--- src/rtl/remap_pkg.sv ---
//----------------------------------------------------------
// shared widths, address fields and CSR map for the UMI
// destination remap subsystem
// chip-ID field sits at bits id_sb+id_w-1 .. id_sb
// register map is word aligned, APB data is 32 bits
//----------------------------------------------------------

`default_nettype none

package remap_pkg;

    // UMI bus widths
    localparam int umi_aw = 64;             // address width
    localparam int umi_cw = 32;             // command width
    localparam int umi_dw = 64;             // data width

    // chip-ID field inside the address
    localparam int id_w  = 16;              // chip-ID width
    localparam int id_sb = 40;              // first bit, field is 55..40

    // remap table size
    localparam int n_maps = 8;
    localparam int map_iw = $clog2(n_maps); // entry index width

    // APB side
    localparam int apb_aw = 8;
    localparam int apb_dw = 32;

    // control register layout, entry enables in the low bits
    localparam int ctrl_win_bit = 8;        // window enable

    // register offsets
    localparam logic [apb_aw-1:0] reg_ctrl     = 8'h00;
    localparam logic [apb_aw-1:0] reg_chipid   = 8'h04;
    localparam logic [apb_aw-1:0] reg_win_lo_l = 8'h08;
    localparam logic [apb_aw-1:0] reg_win_lo_h = 8'h0C;
    localparam logic [apb_aw-1:0] reg_win_hi_l = 8'h10;
    localparam logic [apb_aw-1:0] reg_win_hi_h = 8'h14;
    localparam logic [apb_aw-1:0] reg_ofs_l    = 8'h18;
    localparam logic [apb_aw-1:0] reg_ofs_h    = 8'h1C;
    localparam logic [apb_aw-1:0] reg_map_base = 8'h20; // entry k at base + 4*k

    // reset value shared by every configuration register
    localparam logic [apb_dw-1:0] reg_rst = '0;

endpackage

`default_nettype wire
--- src/rtl/umi_addr_remap_top.sv ---
//----------------------------------------------------------
// UMI destination address remap subsystem
// APB config block, chip-ID remap table, address window
// and a one-cycle registered stage on the UMI path
// cmd, srcaddr and data pass through unchanged
//----------------------------------------------------------

`timescale 1ns/1ps
`default_nettype none

module umi_addr_remap_top import remap_pkg::*; (
    input  logic              clk,
    input  logic              arst_n,
    // APB
    input  logic              psel,
    input  logic              penable,
    input  logic              pwrite,
    input  logic [apb_aw-1:0] paddr,
    input  logic [apb_dw-1:0] pwdata,
    output logic [apb_dw-1:0] prdata,
    output logic              pready,
    output logic              pslverr,
    // UMI in
    input  logic              umi_in_valid,
    input  logic [umi_cw-1:0] umi_in_cmd,
    input  logic [umi_aw-1:0] umi_in_dstaddr,
    input  logic [umi_aw-1:0] umi_in_srcaddr,
    input  logic [umi_dw-1:0] umi_in_data,
    output logic              umi_in_ready,
    // UMI out
    output logic              umi_out_valid,
    output logic [umi_cw-1:0] umi_out_cmd,
    output logic [umi_aw-1:0] umi_out_dstaddr,
    output logic [umi_aw-1:0] umi_out_srcaddr,
    output logic [umi_dw-1:0] umi_out_data,
    input  logic              umi_out_ready
);

    logic [id_w-1:0]        chipid;
    logic [n_maps-1:0]      map_enable;
    logic [id_w*n_maps-1:0] map_old_ids;
    logic [id_w*n_maps-1:0] map_new_ids;
    logic                   win_enable;
    logic [umi_aw-1:0]      win_low;
    logic [umi_aw-1:0]      win_high;
    logic [umi_aw-1:0]      win_offset;
    logic                   map_hit;
    logic [umi_aw-1:0]      map_addr;
    logic                   win_hit;
    logic [umi_aw-1:0]      win_addr;

    remap_csr_apb i_remap_csr_apb (
        .clk         (clk),
        .arst_n      (arst_n),
        .psel        (psel),
        .penable     (penable),
        .pwrite      (pwrite),
        .paddr       (paddr),
        .pwdata      (pwdata),
        .prdata      (prdata),
        .pready      (pready),
        .pslverr     (pslverr),
        .chipid      (chipid),
        .map_enable  (map_enable),
        .map_old_ids (map_old_ids),
        .map_new_ids (map_new_ids),
        .win_enable  (win_enable),
        .win_low     (win_low),
        .win_high    (win_high),
        .win_offset  (win_offset)
    );

    chipid_remap_table i_chipid_remap_table (
        .dstaddr     (umi_in_dstaddr),
        .map_enable  (map_enable),
        .map_old_ids (map_old_ids),
        .map_new_ids (map_new_ids),
        .map_hit     (map_hit),
        .map_addr    (map_addr)
    );

    addr_window_offset i_addr_window_offset (
        .dstaddr    (umi_in_dstaddr),
        .win_enable (win_enable),
        .win_low    (win_low),
        .win_high   (win_high),
        .win_offset (win_offset),
        .win_hit    (win_hit),
        .win_addr   (win_addr)
    );

    umi_remap_stage i_umi_remap_stage (
        .clk             (clk),
        .arst_n          (arst_n),
        .chipid          (chipid),
        .map_hit         (map_hit),
        .map_addr        (map_addr),
        .win_hit         (win_hit),
        .win_addr        (win_addr),
        .umi_in_valid    (umi_in_valid),
        .umi_in_cmd      (umi_in_cmd),
        .umi_in_dstaddr  (umi_in_dstaddr),
        .umi_in_srcaddr  (umi_in_srcaddr),
        .umi_in_data     (umi_in_data),
        .umi_out_ready   (umi_out_ready),
        .umi_in_ready    (umi_in_ready),
        .umi_out_valid   (umi_out_valid),
        .umi_out_cmd     (umi_out_cmd),
        .umi_out_dstaddr (umi_out_dstaddr),
        .umi_out_srcaddr (umi_out_srcaddr),
        .umi_out_data    (umi_out_data)
    );

endmodule

`default_nettype wire

--- src/rtl/umi_remap_stage.sv ---
//----------------------------------------------------------
// one-slot registered valid/ready stage
// address priority: local chip ID, window, remap, as is
// config is sampled in the cycle the beat is accepted
// full rate when the downstream keeps ready high
// output is held until accepted, input stalls meanwhile
//----------------------------------------------------------

`timescale 1ns/1ps
`default_nettype none

module umi_remap_stage import remap_pkg::*; (
    input  logic              clk,
    input  logic              arst_n,
    input  logic [id_w-1:0]   chipid,
    input  logic              map_hit,
    input  logic [umi_aw-1:0] map_addr,
    input  logic              win_hit,
    input  logic [umi_aw-1:0] win_addr,
    input  logic              umi_in_valid,
    input  logic [umi_cw-1:0] umi_in_cmd,
    input  logic [umi_aw-1:0] umi_in_dstaddr,
    input  logic [umi_aw-1:0] umi_in_srcaddr,
    input  logic [umi_dw-1:0] umi_in_data,
    input  logic              umi_out_ready,
    output logic              umi_in_ready,
    output logic              umi_out_valid,
    output logic [umi_cw-1:0] umi_out_cmd,
    output logic [umi_aw-1:0] umi_out_dstaddr,
    output logic [umi_aw-1:0] umi_out_srcaddr,
    output logic [umi_dw-1:0] umi_out_data
);

    logic              dst_local;   // beat targets this chip
    logic [umi_aw-1:0] dst_next;
    logic              in_accept;
    logic              valid_q;

    assign dst_local = (umi_in_dstaddr[id_sb +: id_w] == chipid);

    always_comb begin
        if (dst_local) begin
            dst_next = umi_in_dstaddr;
        end else if (win_hit) begin
            dst_next = win_addr;
        end else if (map_hit) begin
            dst_next = map_addr;
        end else begin
            dst_next = umi_in_dstaddr;
        end
    end

    assign umi_in_ready = !valid_q || umi_out_ready;  // empty or draining
    assign in_accept    = umi_in_valid && umi_in_ready;

    always_ff @(posedge clk or negedge arst_n) begin
        if (!arst_n) begin
            valid_q <= 1'b0;
        end else if (umi_in_ready) begin
            valid_q <= umi_in_valid;
        end
    end

    always_ff @(posedge clk) begin
        if (in_accept) begin
            umi_out_cmd     <= umi_in_cmd;
            umi_out_dstaddr <= dst_next;
            umi_out_srcaddr <= umi_in_srcaddr;
            umi_out_data    <= umi_in_data;
        end
    end

    assign umi_out_valid = valid_q;

    // stalled beat keeps valid and payload until taken
    a_hold_stalled: assert property (@(posedge clk) disable iff (!arst_n)
        umi_out_valid && !umi_out_ready |=> umi_out_valid
            && $stable({umi_out_cmd, umi_out_dstaddr, umi_out_srcaddr, umi_out_data}));

endmodule

`default_nettype wire

--- src/rtl/addr_window_offset.sv ---
//----------------------------------------------------------
// address window check and offset add, combinational
// both bounds are inclusive and compared unsigned
// the offset wraps modulo 2**64
// a window with low above high never hits
//----------------------------------------------------------

`timescale 1ns/1ps
`default_nettype none

module addr_window_offset import remap_pkg::*; (
    input  logic [umi_aw-1:0] dstaddr,
    input  logic              win_enable,
    input  logic [umi_aw-1:0] win_low,
    input  logic [umi_aw-1:0] win_high,
    input  logic [umi_aw-1:0] win_offset,
    output logic              win_hit,
    output logic [umi_aw-1:0] win_addr
);

    logic above_low;   // dstaddr >= low
    logic below_high;  // dstaddr <= high

    assign above_low  = (dstaddr >= win_low);
    assign below_high = (dstaddr <= win_high);

    assign win_hit  = win_enable && above_low && below_high;
    assign win_addr = dstaddr + win_offset;   // carry out of bit 63 dropped

endmodule

`default_nettype wire

--- src/rtl/chipid_remap_table.sv ---
//----------------------------------------------------------
// chip-ID remap lookup, purely combinational
// eight entries, each with its own enable
// lowest-indexed enabled match supplies the new ID
// only the chip-ID field of the address is rewritten
//----------------------------------------------------------

`timescale 1ns/1ps
`default_nettype none

module chipid_remap_table import remap_pkg::*; (
    input  logic [umi_aw-1:0]        dstaddr,
    input  logic [n_maps-1:0]        map_enable,
    input  logic [id_w*n_maps-1:0]   map_old_ids,
    input  logic [id_w*n_maps-1:0]   map_new_ids,
    output logic                     map_hit,
    output logic [umi_aw-1:0]        map_addr
);

    logic [id_w-1:0]   addr_id;   // chip-ID field of the incoming address
    logic [n_maps-1:0] id_match;  // per entry hit
    logic [id_w-1:0]   new_id;

    assign addr_id = dstaddr[id_sb +: id_w];

    always_comb begin
        id_match = '0;
        new_id   = addr_id;   // no hit keeps the field
        // walk down so the lowest index is applied last and wins
        for (int k = n_maps - 1; k >= 0; k--) begin
            id_match[k] = map_enable[k] && (map_old_ids[k*id_w +: id_w] == addr_id);
            if (id_match[k]) begin
                new_id = map_new_ids[k*id_w +: id_w];
            end
        end
        map_hit = |id_match;

        if (map_enable == '0) begin
            a_no_hit_disabled: assert (!map_hit)
                else $error("remap hit with every entry disabled");
        end
    end

    // splice the new ID into the address, other bits untouched
    always_comb begin
        map_addr                  = dstaddr;
        map_addr[id_sb +: id_w]   = new_id;
    end

endmodule

`default_nettype wire

--- src/rtl/remap_csr_apb.sv ---
//----------------------------------------------------------
// APB slave with the remap and window configuration
// no wait states, pready is always high
// writes land at the edge that ends the access phase
// misaligned or unmapped offsets give pslverr, a write
// there is dropped and a read returns zero
//----------------------------------------------------------

`timescale 1ns/1ps
`default_nettype none

module remap_csr_apb import remap_pkg::*; (
    input  logic                     clk,
    input  logic                     arst_n,
    input  logic                     psel,
    input  logic                     penable,
    input  logic                     pwrite,
    input  logic [apb_aw-1:0]        paddr,
    input  logic [apb_dw-1:0]        pwdata,
    output logic [apb_dw-1:0]        prdata,
    output logic                     pready,
    output logic                     pslverr,
    output logic [id_w-1:0]          chipid,
    output logic [n_maps-1:0]        map_enable,
    output logic [id_w*n_maps-1:0]   map_old_ids,
    output logic [id_w*n_maps-1:0]   map_new_ids,
    output logic                     win_enable,
    output logic [umi_aw-1:0]        win_low,
    output logic [umi_aw-1:0]        win_high,
    output logic [umi_aw-1:0]        win_offset
);

    logic [ctrl_win_bit:0] ctrl_q;          // entry enables + window enable
    logic [id_w-1:0]       chipid_q;
    logic [umi_aw-1:0]     win_lo_q;
    logic [umi_aw-1:0]     win_hi_q;
    logic [umi_aw-1:0]     ofs_q;
    logic [apb_dw-1:0]     map_q [n_maps];  // {new id, old id}
    logic                  fixed_sel;       // one of the 0x00..0x1C regs
    logic                  map_sel;         // inside the entry block
    logic [map_iw-1:0]     map_idx;
    logic                  addr_err;
    logic                  access;          // access phase of any transfer
    logic                  wr_en;
    logic [apb_dw-1:0]     rd_data;

    assign fixed_sel = paddr inside {reg_ctrl, reg_chipid, reg_win_lo_l, reg_win_lo_h,
                                     reg_win_hi_l, reg_win_hi_h, reg_ofs_l, reg_ofs_h};
    assign map_sel   = (paddr >= reg_map_base) && (paddr < reg_map_base + 4 * n_maps);
    assign map_idx   = map_iw'((paddr - reg_map_base) >> 2);
    assign addr_err  = (paddr[1:0] != 2'b00) || !(fixed_sel || map_sel);

    assign access = psel && penable;
    assign wr_en  = access && pwrite && !addr_err;

    always_ff @(posedge clk or negedge arst_n) begin
        if (!arst_n) begin
            ctrl_q   <= reg_rst[ctrl_win_bit:0];
            chipid_q <= reg_rst[id_w-1:0];
            win_lo_q <= {reg_rst, reg_rst};
            win_hi_q <= {reg_rst, reg_rst};
            ofs_q    <= {reg_rst, reg_rst};
            for (int k = 0; k < n_maps; k++) begin
                map_q[k] <= reg_rst;
            end
        end else if (wr_en) begin
            case (paddr)
                reg_ctrl:     ctrl_q                <= pwdata[ctrl_win_bit:0];
                reg_chipid:   chipid_q              <= pwdata[id_w-1:0];
                reg_win_lo_l: win_lo_q[31:0]        <= pwdata;
                reg_win_lo_h: win_lo_q[63:32]       <= pwdata;
                reg_win_hi_l: win_hi_q[31:0]        <= pwdata;
                reg_win_hi_h: win_hi_q[63:32]       <= pwdata;
                reg_ofs_l:    ofs_q[31:0]           <= pwdata;
                reg_ofs_h:    ofs_q[63:32]          <= pwdata;
                default:      map_q[map_idx]        <= pwdata; // only map_sel gets here
            endcase
        end
    end

    // read mux, unused upper bits read as zero
    always_comb begin
        case (paddr)
            reg_ctrl:     rd_data = {{(apb_dw-ctrl_win_bit-1){1'b0}}, ctrl_q};
            reg_chipid:   rd_data = {{(apb_dw-id_w){1'b0}}, chipid_q};
            reg_win_lo_l: rd_data = win_lo_q[31:0];
            reg_win_lo_h: rd_data = win_lo_q[63:32];
            reg_win_hi_l: rd_data = win_hi_q[31:0];
            reg_win_hi_h: rd_data = win_hi_q[63:32];
            reg_ofs_l:    rd_data = ofs_q[31:0];
            reg_ofs_h:    rd_data = ofs_q[63:32];
            default:      rd_data = map_sel ? map_q[map_idx] : '0;
        endcase
    end

    assign prdata  = (access && !addr_err) ? rd_data : '0;
    assign pready  = 1'b1;                  // zero wait states
    assign pslverr = access && addr_err;

    // configuration fan-out
    assign chipid     = chipid_q;
    assign map_enable = ctrl_q[n_maps-1:0];
    assign win_enable = ctrl_q[ctrl_win_bit];
    assign win_low    = win_lo_q;
    assign win_high   = win_hi_q;
    assign win_offset = ofs_q;

    for (genvar g = 0; g < n_maps; g++) begin : g_map_out
        assign map_old_ids[g*id_w +: id_w] = map_q[g][id_w-1:0];
        assign map_new_ids[g*id_w +: id_w] = map_q[g][2*id_w-1:id_w];
    end

    // an error is only flagged in an access phase that follows a setup phase
    a_pslverr_access: assert property (@(posedge clk) disable iff (!arst_n)
        pslverr |-> psel && penable && $past(psel) && !$past(penable));

endmodule

`default_nettype wire

--- config.mk ---
export PLATFORM = sky130hd
export DESIGN_NAME = umi_addr_remap_top
export DESIGN_NICKNAME = d
export VERILOG_FILES = /design/src/rtl/remap_pkg.sv /design/src/rtl/umi_addr_remap_top.sv /design/src/rtl/umi_remap_stage.sv /design/src/rtl/addr_window_offset.sv /design/src/rtl/chipid_remap_table.sv /design/src/rtl/remap_csr_apb.sv
export SDC_FILE = /design/constraint.sdc
export NUM_CORES = 2
export LEC_CHECK = 0
export ABC_AREA = 1
export BUFFER_PORTS_ARGS = -buffer_cell sky130_fd_sc_hd__buf_2
export CAP_MARGIN = 10
export CORE_UTILIZATION = 48
export CTS_CLUSTER_DIAMETER = 80
export CTS_CLUSTER_SIZE = 16
export DETAILED_ROUTE_END_ITERATION = 8
export MAX_ROUTING_LAYER = met4
export PLACE_DENSITY = 0.75
export SLEW_MARGIN = 20
export SYNTH_ARGS = -nofsm -noshare
export SYNTH_HDL_FRONTEND = slang
export SYNTH_HIERARCHICAL = 1
export SYNTH_SLANG_ARGS = --single-unit
--- constraint.sdc ---
create_clock -name clk -period 13.65 [get_ports clk]
set_clock_uncertainty 0.1 [all_clocks]
set_input_delay 2.73 -clock clk [delete_from_list [all_inputs] [get_ports clk]]
set_output_delay 2.73 -clock clk [all_outputs]
set_load 0.02 [all_outputs]
* Yosys cells after proc, flatten, opt, wreduce, memory -nomap -nowiden
Cells that the tools add are included.
** Operators by class
- $add $sub $neg :: 2
- $lt $le $gt $ge :: 6
- Equality and inequality tests :: 16
- Muxes and demuxes :: 20
- Bitwise gates (word level) :: 2
- Reduce and logical (&&, ||, !) cells :: 38
** Operators by type and width (count)
- bitwise mux 256 bit :: 1
- one-hot mux 32 bit (8 select lines) :: 1
- two-way mux 32 bit :: 5
- equality test 16 bit :: 9
- two-way mux 16 bit :: 8
- two-way mux 64 bit :: 2
- binary-select mux 32 bit (select 3 bit) :: 1
- demux 32 bit (select 3 bit) :: 1
- adder 64 bit :: 1
- >= comparator 64 bit :: 1
- <= comparator 64 bit :: 1
- two-way mux 56 bit :: 1
- equality test 8 x 5 -> 1 bit, second input constant :: 4
- logical AND 1 bit :: 18
- AND reduction 2 bit :: 9
- equality test 8 x 4 -> 1 bit, second input constant :: 2
- OR reduction 8 bit :: 2
- equality test 8 x 3 -> 1 bit, second input constant :: 1
- >= comparator 8 x 6 -> 1 bit, second input constant :: 1
- logical NOT 8 bit :: 1
- less-than comparator 8 x 7 -> 1 bit, second input constant :: 1
- nonzero test 8 bit :: 1
- subtractor 5 x 1 -> 5 bit, second input constant :: 1
- >= comparator 4 bit, second input constant :: 1
- other kinds (6) :: 10
** Word-level totals
- Register bits after elaboration :: 698
- Bits of input ports :: 271
- Output and inout bits :: 260
- Logic and storage cells :: 105

* Longest topological paths before layout
- Depth after elaboration :: 13
- Depth in mapped cells :: 23
- Gate-level depth less buffers :: 20

* Modules after synthesis
The synthesis kept the hierarchy.
** Modules (own cells, without submodules)
- remap_csr_apb :: times used 1, cells an instance 3067, area each 22636.7 sq um, sequential area each 11836.4 sq um
- umi_remap_stage :: times used 1, cells an instance 753, area each 9459.1 sq um, sequential area each 6751.5 sq um
- addr_window_offset :: times used 1, cells an instance 1534, area each 8306.7 sq um, sequential area each 0.0 sq um
- chipid_remap_table :: times used 1, cells an instance 939, area each 4515.6 sq um, sequential area each 0.0 sq um

* Worst setup path after synthesis
OpenSTA, ideal clock, no wires.
- Kind :: input to register
- Start point :: in umi_in_valid
- End point :: reg i_umi_remap_stage.umi_out_cmd[0], enable pin
- Setup time :: 884 ps
- Arrival :: 13520 ps
- Required time :: 12666 ps
- Slack :: -853 ps
- Stages :: 2
- Buffers on the path :: 0
- Path through :: inv_1 > a21oi_1
** Between the ends
- Longest elaborated chain between the ends :: 1
** Ends and longest elaborated chain
- start, declared :: line umi_addr_remap_top.sv:24 : input logic umi_in_valid,
- logical AND 1 bit :: line umi_remap_stage.sv:54 : assign in_accept = umi_in_valid && umi_in_ready;
- named net i_umi_remap_stage.in_accept :: line umi_remap_stage.sv:36 : logic in_accept;
- end signal, assigned :: line umi_remap_stage.sv:66 : umi_out_cmd <= umi_in_cmd;
- end, declared :: line umi_remap_stage.sv:28 : output logic [umi_cw-1:0] umi_out_cmd,
The timed path passes the listed nets, and every way through them passes these cells.
A chain may end at the register's enable or synchronous reset.

* Worst setup path after layout
- Start point :: in paddr[3]
- End point :: out prdata[18]
** Between the ends
- Longest elaborated chain between the ends :: 8
- Elaborated cells on any way between the ends :: 25
- Those cells by class :: add/sub: 1; order compare: 2; eq/ne: 7; mux: 6; bitwise: 1; reduce/logical: 8
** Ends and longest elaborated chain
- start, declared :: line umi_addr_remap_top.sv:18 : input logic [apb_aw-1:0] paddr,
- subtractor 5 x 1 -> 5 bit (tied with other cells) :: line remap_csr_apb.sv:50 : assign map_idx = map_iw'((paddr - reg_map_base) >> 2);
- inverter 3 -> 4 bit (implied by the code) (tied with other cells) :: line remap_csr_apb.sv:92 : default: rd_data = map_sel ? map_q[map_idx] : '0;
- binary-select mux 32 bit (select 3 bit) or logical OR 1 bit (tied branches) :: line remap_csr_apb.sv:92, remap_csr_apb.sv:51
- two-way mux 32 bit (implied by the code) or logical NOT 1 bit (tied branches) :: line remap_csr_apb.sv:92, remap_csr_apb.sv:51
- two-way mux 32 bit (implied by the code) or logical OR 1 bit (tied branches) :: line remap_csr_apb.sv:92, remap_csr_apb.sv:51
- two-way mux 32 bit or logical NOT 1 bit (tied branches) :: line remap_csr_apb.sv:92, remap_csr_apb.sv:96
- one-hot mux 32 bit (8 select lines) or logical AND 1 bit (tied branches) :: line remap_csr_apb.sv:83, remap_csr_apb.sv:96
- two-way mux 32 bit * :: line remap_csr_apb.sv:96 : assign prdata = (access && !addr_err) ? rd_data : '0;
- end, declared :: line umi_addr_remap_top.sv:20 : output logic [apb_dw-1:0] prdata,
Every way passes the cells marked *; elsewhere a longest branch is shown, timed or not. The select of a mux whose other input is x is not followed.

==> results.py <==
metrics = {
    "min_path": {
        "hold_end": "i_remap_csr_apb/map_new_ids[115]",
        "min_path_type": "reg -> reg",
        "holdPathStages": 2,
        "hp-start": "i_remap_csr_apb/map_new_ids[115]",
    },
    "clock_network": {
        "cts-buffers-inserted": 53,
        "ctsRootBufferMaster": "clkbuf_16",
        "clkTransAtPathRegs_ns": 0.08,
        "cts_resized": 0,
        "cts_tree": "done",
        "cts_buffer_depth": 3,
        "holdBufCountCts": 0,
        "insertion_delay_ns": 0.70,
        "cts_setup_buffers": 0,
        "cts_sinks": 698,
        "htreeDepth": 2,
    },
    "power": {
        "switching_share": 0.2826,
        "clockPowerShare": 0.360,
        "p_int_w": 0.003157,
        "p_sw_w": 0.001244,
        "finalPower_w": 0.004401,
        "powerDensity_nw_per_um2": 88.93,
        "combPwrFrac": 0.131,
        "p_leak_nw": 23.63,
        "pwr-share-seq": 0.509,
        "peakVddDrop_mv": 0.09020,
    },
    "critical_path": {
        "cp-start-kind": "primary input",
        "critPathBufInv": 6,
        "crit_fanout": 39,
        "worstPathRequired_ns": 10.82,
        "reg2reg_depth": 15,
        "path_class": "in -> out",
        "critPathMaxStageDelay_ns": 0.66,
        "cp-end-kind": "output port",
        "r2r-start": "i_remap_csr_apb/map_old_ids[105]",
        "cp_slowest_cell": "inv_2",
        "worstPathArrival_ns": 6.91,
        "r2r_setup_slack_ns": 8.70,
        "r2r-end": "i_umi_remap_stage/umi_out_dstaddr[43]",
        "crit_path_cell_trace": "buf_2 -> buf_4 -> inv_2 -> nand2_1 -> buf_4 -> nor2_4 -> buf_4 -> nand2_2 -> nor2_1 -> nor2_1 -> nand2_1 -> nand2_1 -> nor2_1 -> buf_2",
        "path_delay_family": "buffers and inverters",
    },
    "sta": {
        "worst_pin_slew_ns": 1.070,
        "tns_ns": 0,
        "fin_crit_ns": 9.743,
        "whs_ns": 0.4122,
        "drv_slew": 0,
        "rsz0062_at_grt": "false",
        "worst_slack_ns": 3.907,
        "relSlewSlack": 0.2857,
        "post-route-period-util": 0.7138,
        "clock.fmax_mhz": 102.6,
        "final-setup-viol-count": 0,
        "final_hold_viol_count": 0,
    },
    "detailed_routing": {
        "drt_wl_total_um": 174100,
        "vias": 43420,
        "drt-pass1-iter-count": 8,
        "drtAntennaViolNets": 0,
        "drc": 0,
        "wl_per_cell_um": 22.07,
        "drt-initial-drc-count": 5045,
        "drt-vias-per-instance": 5.505,
    },
    "global_route": {
        "grt_start_max_net_pins": 126,
        "grt_pass1_wl_um": 256000,
        "grt_overflow": 0,
        "grt_use_met2": 0.5731,
        "busiest_layer": "met2",
        "grt_pass1_vias": 40050,
        "grt_util_all_layers": 0.3726,
        "use_met3": 0.06494,
        "antenna_found_initial": 16,
        "gr-usage-met1": 0.4883,
    },
    "logic_synthesis": {
        "yosysWarningCount": 6,
        "synth_top_family_by_area": "simple AND/OR/NAND/NOR gates",
        "synthMuxAreaShare": 0.01226,
        "syn_area_um2": 44920,
        "synthFlopType": "dfrtp_1",
        "yosys.area_share.simple": 0.3007,
        "async_flop_share": 0.6791,
        "synth_xor_area_frac": 0.01384,
        "syn_inst": 6293,
        "synth_fa_ha_area_frac": 0.05365,
        "synth-seq-cells": 698,
        "synth_compound_gate_area_share": 0.1040,
        "synth_area_per_cell_um2": 7.138,
        "ys_seq_area_frac": 0.4138,
        "synth-edff-count": 224,
        "ys_types": 59,
        "syn_nets": 6756,
    },
    "floorplanning": {
        "die-area_um2": 94810,
        "initial_core_util": 0.4871,
        "row_count": 111,
        "coreArea_um2": 92220,
        "die_y_um": 307.9,
        "fp.dieW_um": 307.9,
        "pin_count": 531,
    },
    "placed_design": {
        "place_congestion": 1.010,
        "io_buffer_count": 529,
        "dpl.hpwl_um": 129900,
        "dpl_worst_slack_ns": 4.102,
    },
    "layout": {
        "area_growth_pct": 10.18,
        "drive_gt1_frac": 0.1240,
        "final_nets": 7065,
        "fill_cells": 9239,
        "utilization": 0.5366,
    },
    "flow_run": {
        "maxCapViolCount": 0,
    },
    "status": {
        "status": "finished clean",
    },
}
metal layers:
layer,routed length [um],vias up
met5,0,-
met4,7567,0
met3,17070,358
met2,78950,2249
met1,70480,20310
li1,-,20510
metrics by stage:
step,instance area (um^2),instances
2_1_floorplan,44920,6293
3_3_place_gp,47830,7790
3_5_place_dp,47830,7790
4_1_cts,49430,7873
5_1_grt,49490,7886
6_report,49490,7887
power groups by stage:
stage                     clock [W]  sequential [W]  combinational [W]
after global placement            0         0.00228           0.000560
after floorplan                   0         0.00234           0.000268
after global routing        0.00167         0.00224           0.000627
after detailed placement          0         0.00228           0.000567
after CTS                   0.00161         0.00224           0.000569
final                       0.00158         0.00224           0.000578
worst max-delay path by stage:
stage,startpoint,to,cells after the start
detailed placement,paddr[3],prdata[31],14
global route,paddr[3],prdata[31],14
floorplan,umi_out_ready,i_umi_remap_stage/umi_out_cmd[0],2
global placement,paddr[3],prdata[18],14
CTS,paddr[3],prdata[31],14
finish,paddr[3],prdata[18],14
cell usage after synthesis, types with 10 or more instances:
library cell / n / area, um^2
buf_4: 76 / 570.6
nand2_2: 20 / 125.1
nor3_1: 22 / 110.1
inv_1: 678 / 2545
nand2_1: 2134 / 8010
nand3_1: 332 / 1662
o21ai_0: 584 / 2923
xor2_1: 52 / 455.4
buf_6: 16 / 180.2
nand3_2: 10 / 100.1
buf_2: 45 / 225.2
dfrtp_1: 474 / 11860
mux2i_1: 55 / 550.5
o21a_1: 12 / 90.09
nor2_2: 42 / 262.8
clkbuf_1: 183 / 686.9
nor4_1: 11 / 68.82
inv_2: 46 / 172.7
nand4_1: 31 / 193.9
o21bai_1: 22 / 165.2
xnor2_1: 19 / 166.4
nor2_1: 667 / 2504
ha_1: 191 / 2390
edfxtp_1: 224 / 6726
a21oi_1: 176 / 880.8
o21ai_1: 71 / 355.3
final cells by class:
class	instances	area (um^2)	share of cell area
inverters	729	2743	0.05542
repair buffers	588	3117	0.06298
diodes	14	35.03	0.0007079
flip-flops and latches	698	18590	0.3756
clock buffers	70	1400	0.02829
well taps	1243	1555	0.03143
multi-input cells	4532	21850	0.4415
clock inverters	13	201.4	0.004070
layout by cell type, fill, tap and decap left out, types with 12 or more instances in the layout:
cell	instances
buf_2	528
xnor2_1	19
nor2_2	39
ha_1	191
o21ai_0	584
nand3_1	330
nor3_1	22
nand2_2	17
inv_2	46
nor2_1	664
o21ai_1	71
mux2i_1	55
dfrtp_1	474
clkbuf_1	16
inv_1	678
a21oi_1	174
diode_2	14
edfxtp_1	224
o21bai_1	22
nand4_1	31
nand2_1	2134
clkbuf_16	53
nand3_2	12
o21a_1	12
xor2_1	52
buf_4	57
kinds of logic after synthesis:
family                   Yosys count
adder cells (fa/ha/maj)          192
other                              1
AND/OR/NAND/NOR                 3315
XOR/XNOR                          71
buffers and inverters           1063
multiplexers                      55
AO/OA/AOI/OAI                    898
flip-flops                       698
worst min-delay path, cell delays in order, from the launching register on:
cell	delay (ns)
dfrtp_1	0.37
nand2_1	0.05
o21ai_0	0.06
flip-flops by register name (all words and copies together), names as in the netlist:
register / count
i_remap_csr_apb/ctrl_q: 9
i_umi_remap_stage/umi_out_srcaddr: 64
i_remap_csr_apb/map_new_ids: 128
i_remap_csr_apb/chipid: 16
i_remap_csr_apb/win_high: 64
i_umi_remap_stage/umi_out_cmd: 32
i_remap_csr_apb/map_old_ids: 128
i_umi_remap_stage/umi_out_data: 64
i_remap_csr_apb/win_low: 64
i_remap_csr_apb/win_offset: 64
i_umi_remap_stage/umi_out_dstaddr: 64
i_umi_remap_stage/umi_out_valid: 1
No activity file was read; power rests on OpenSTA's default activity.
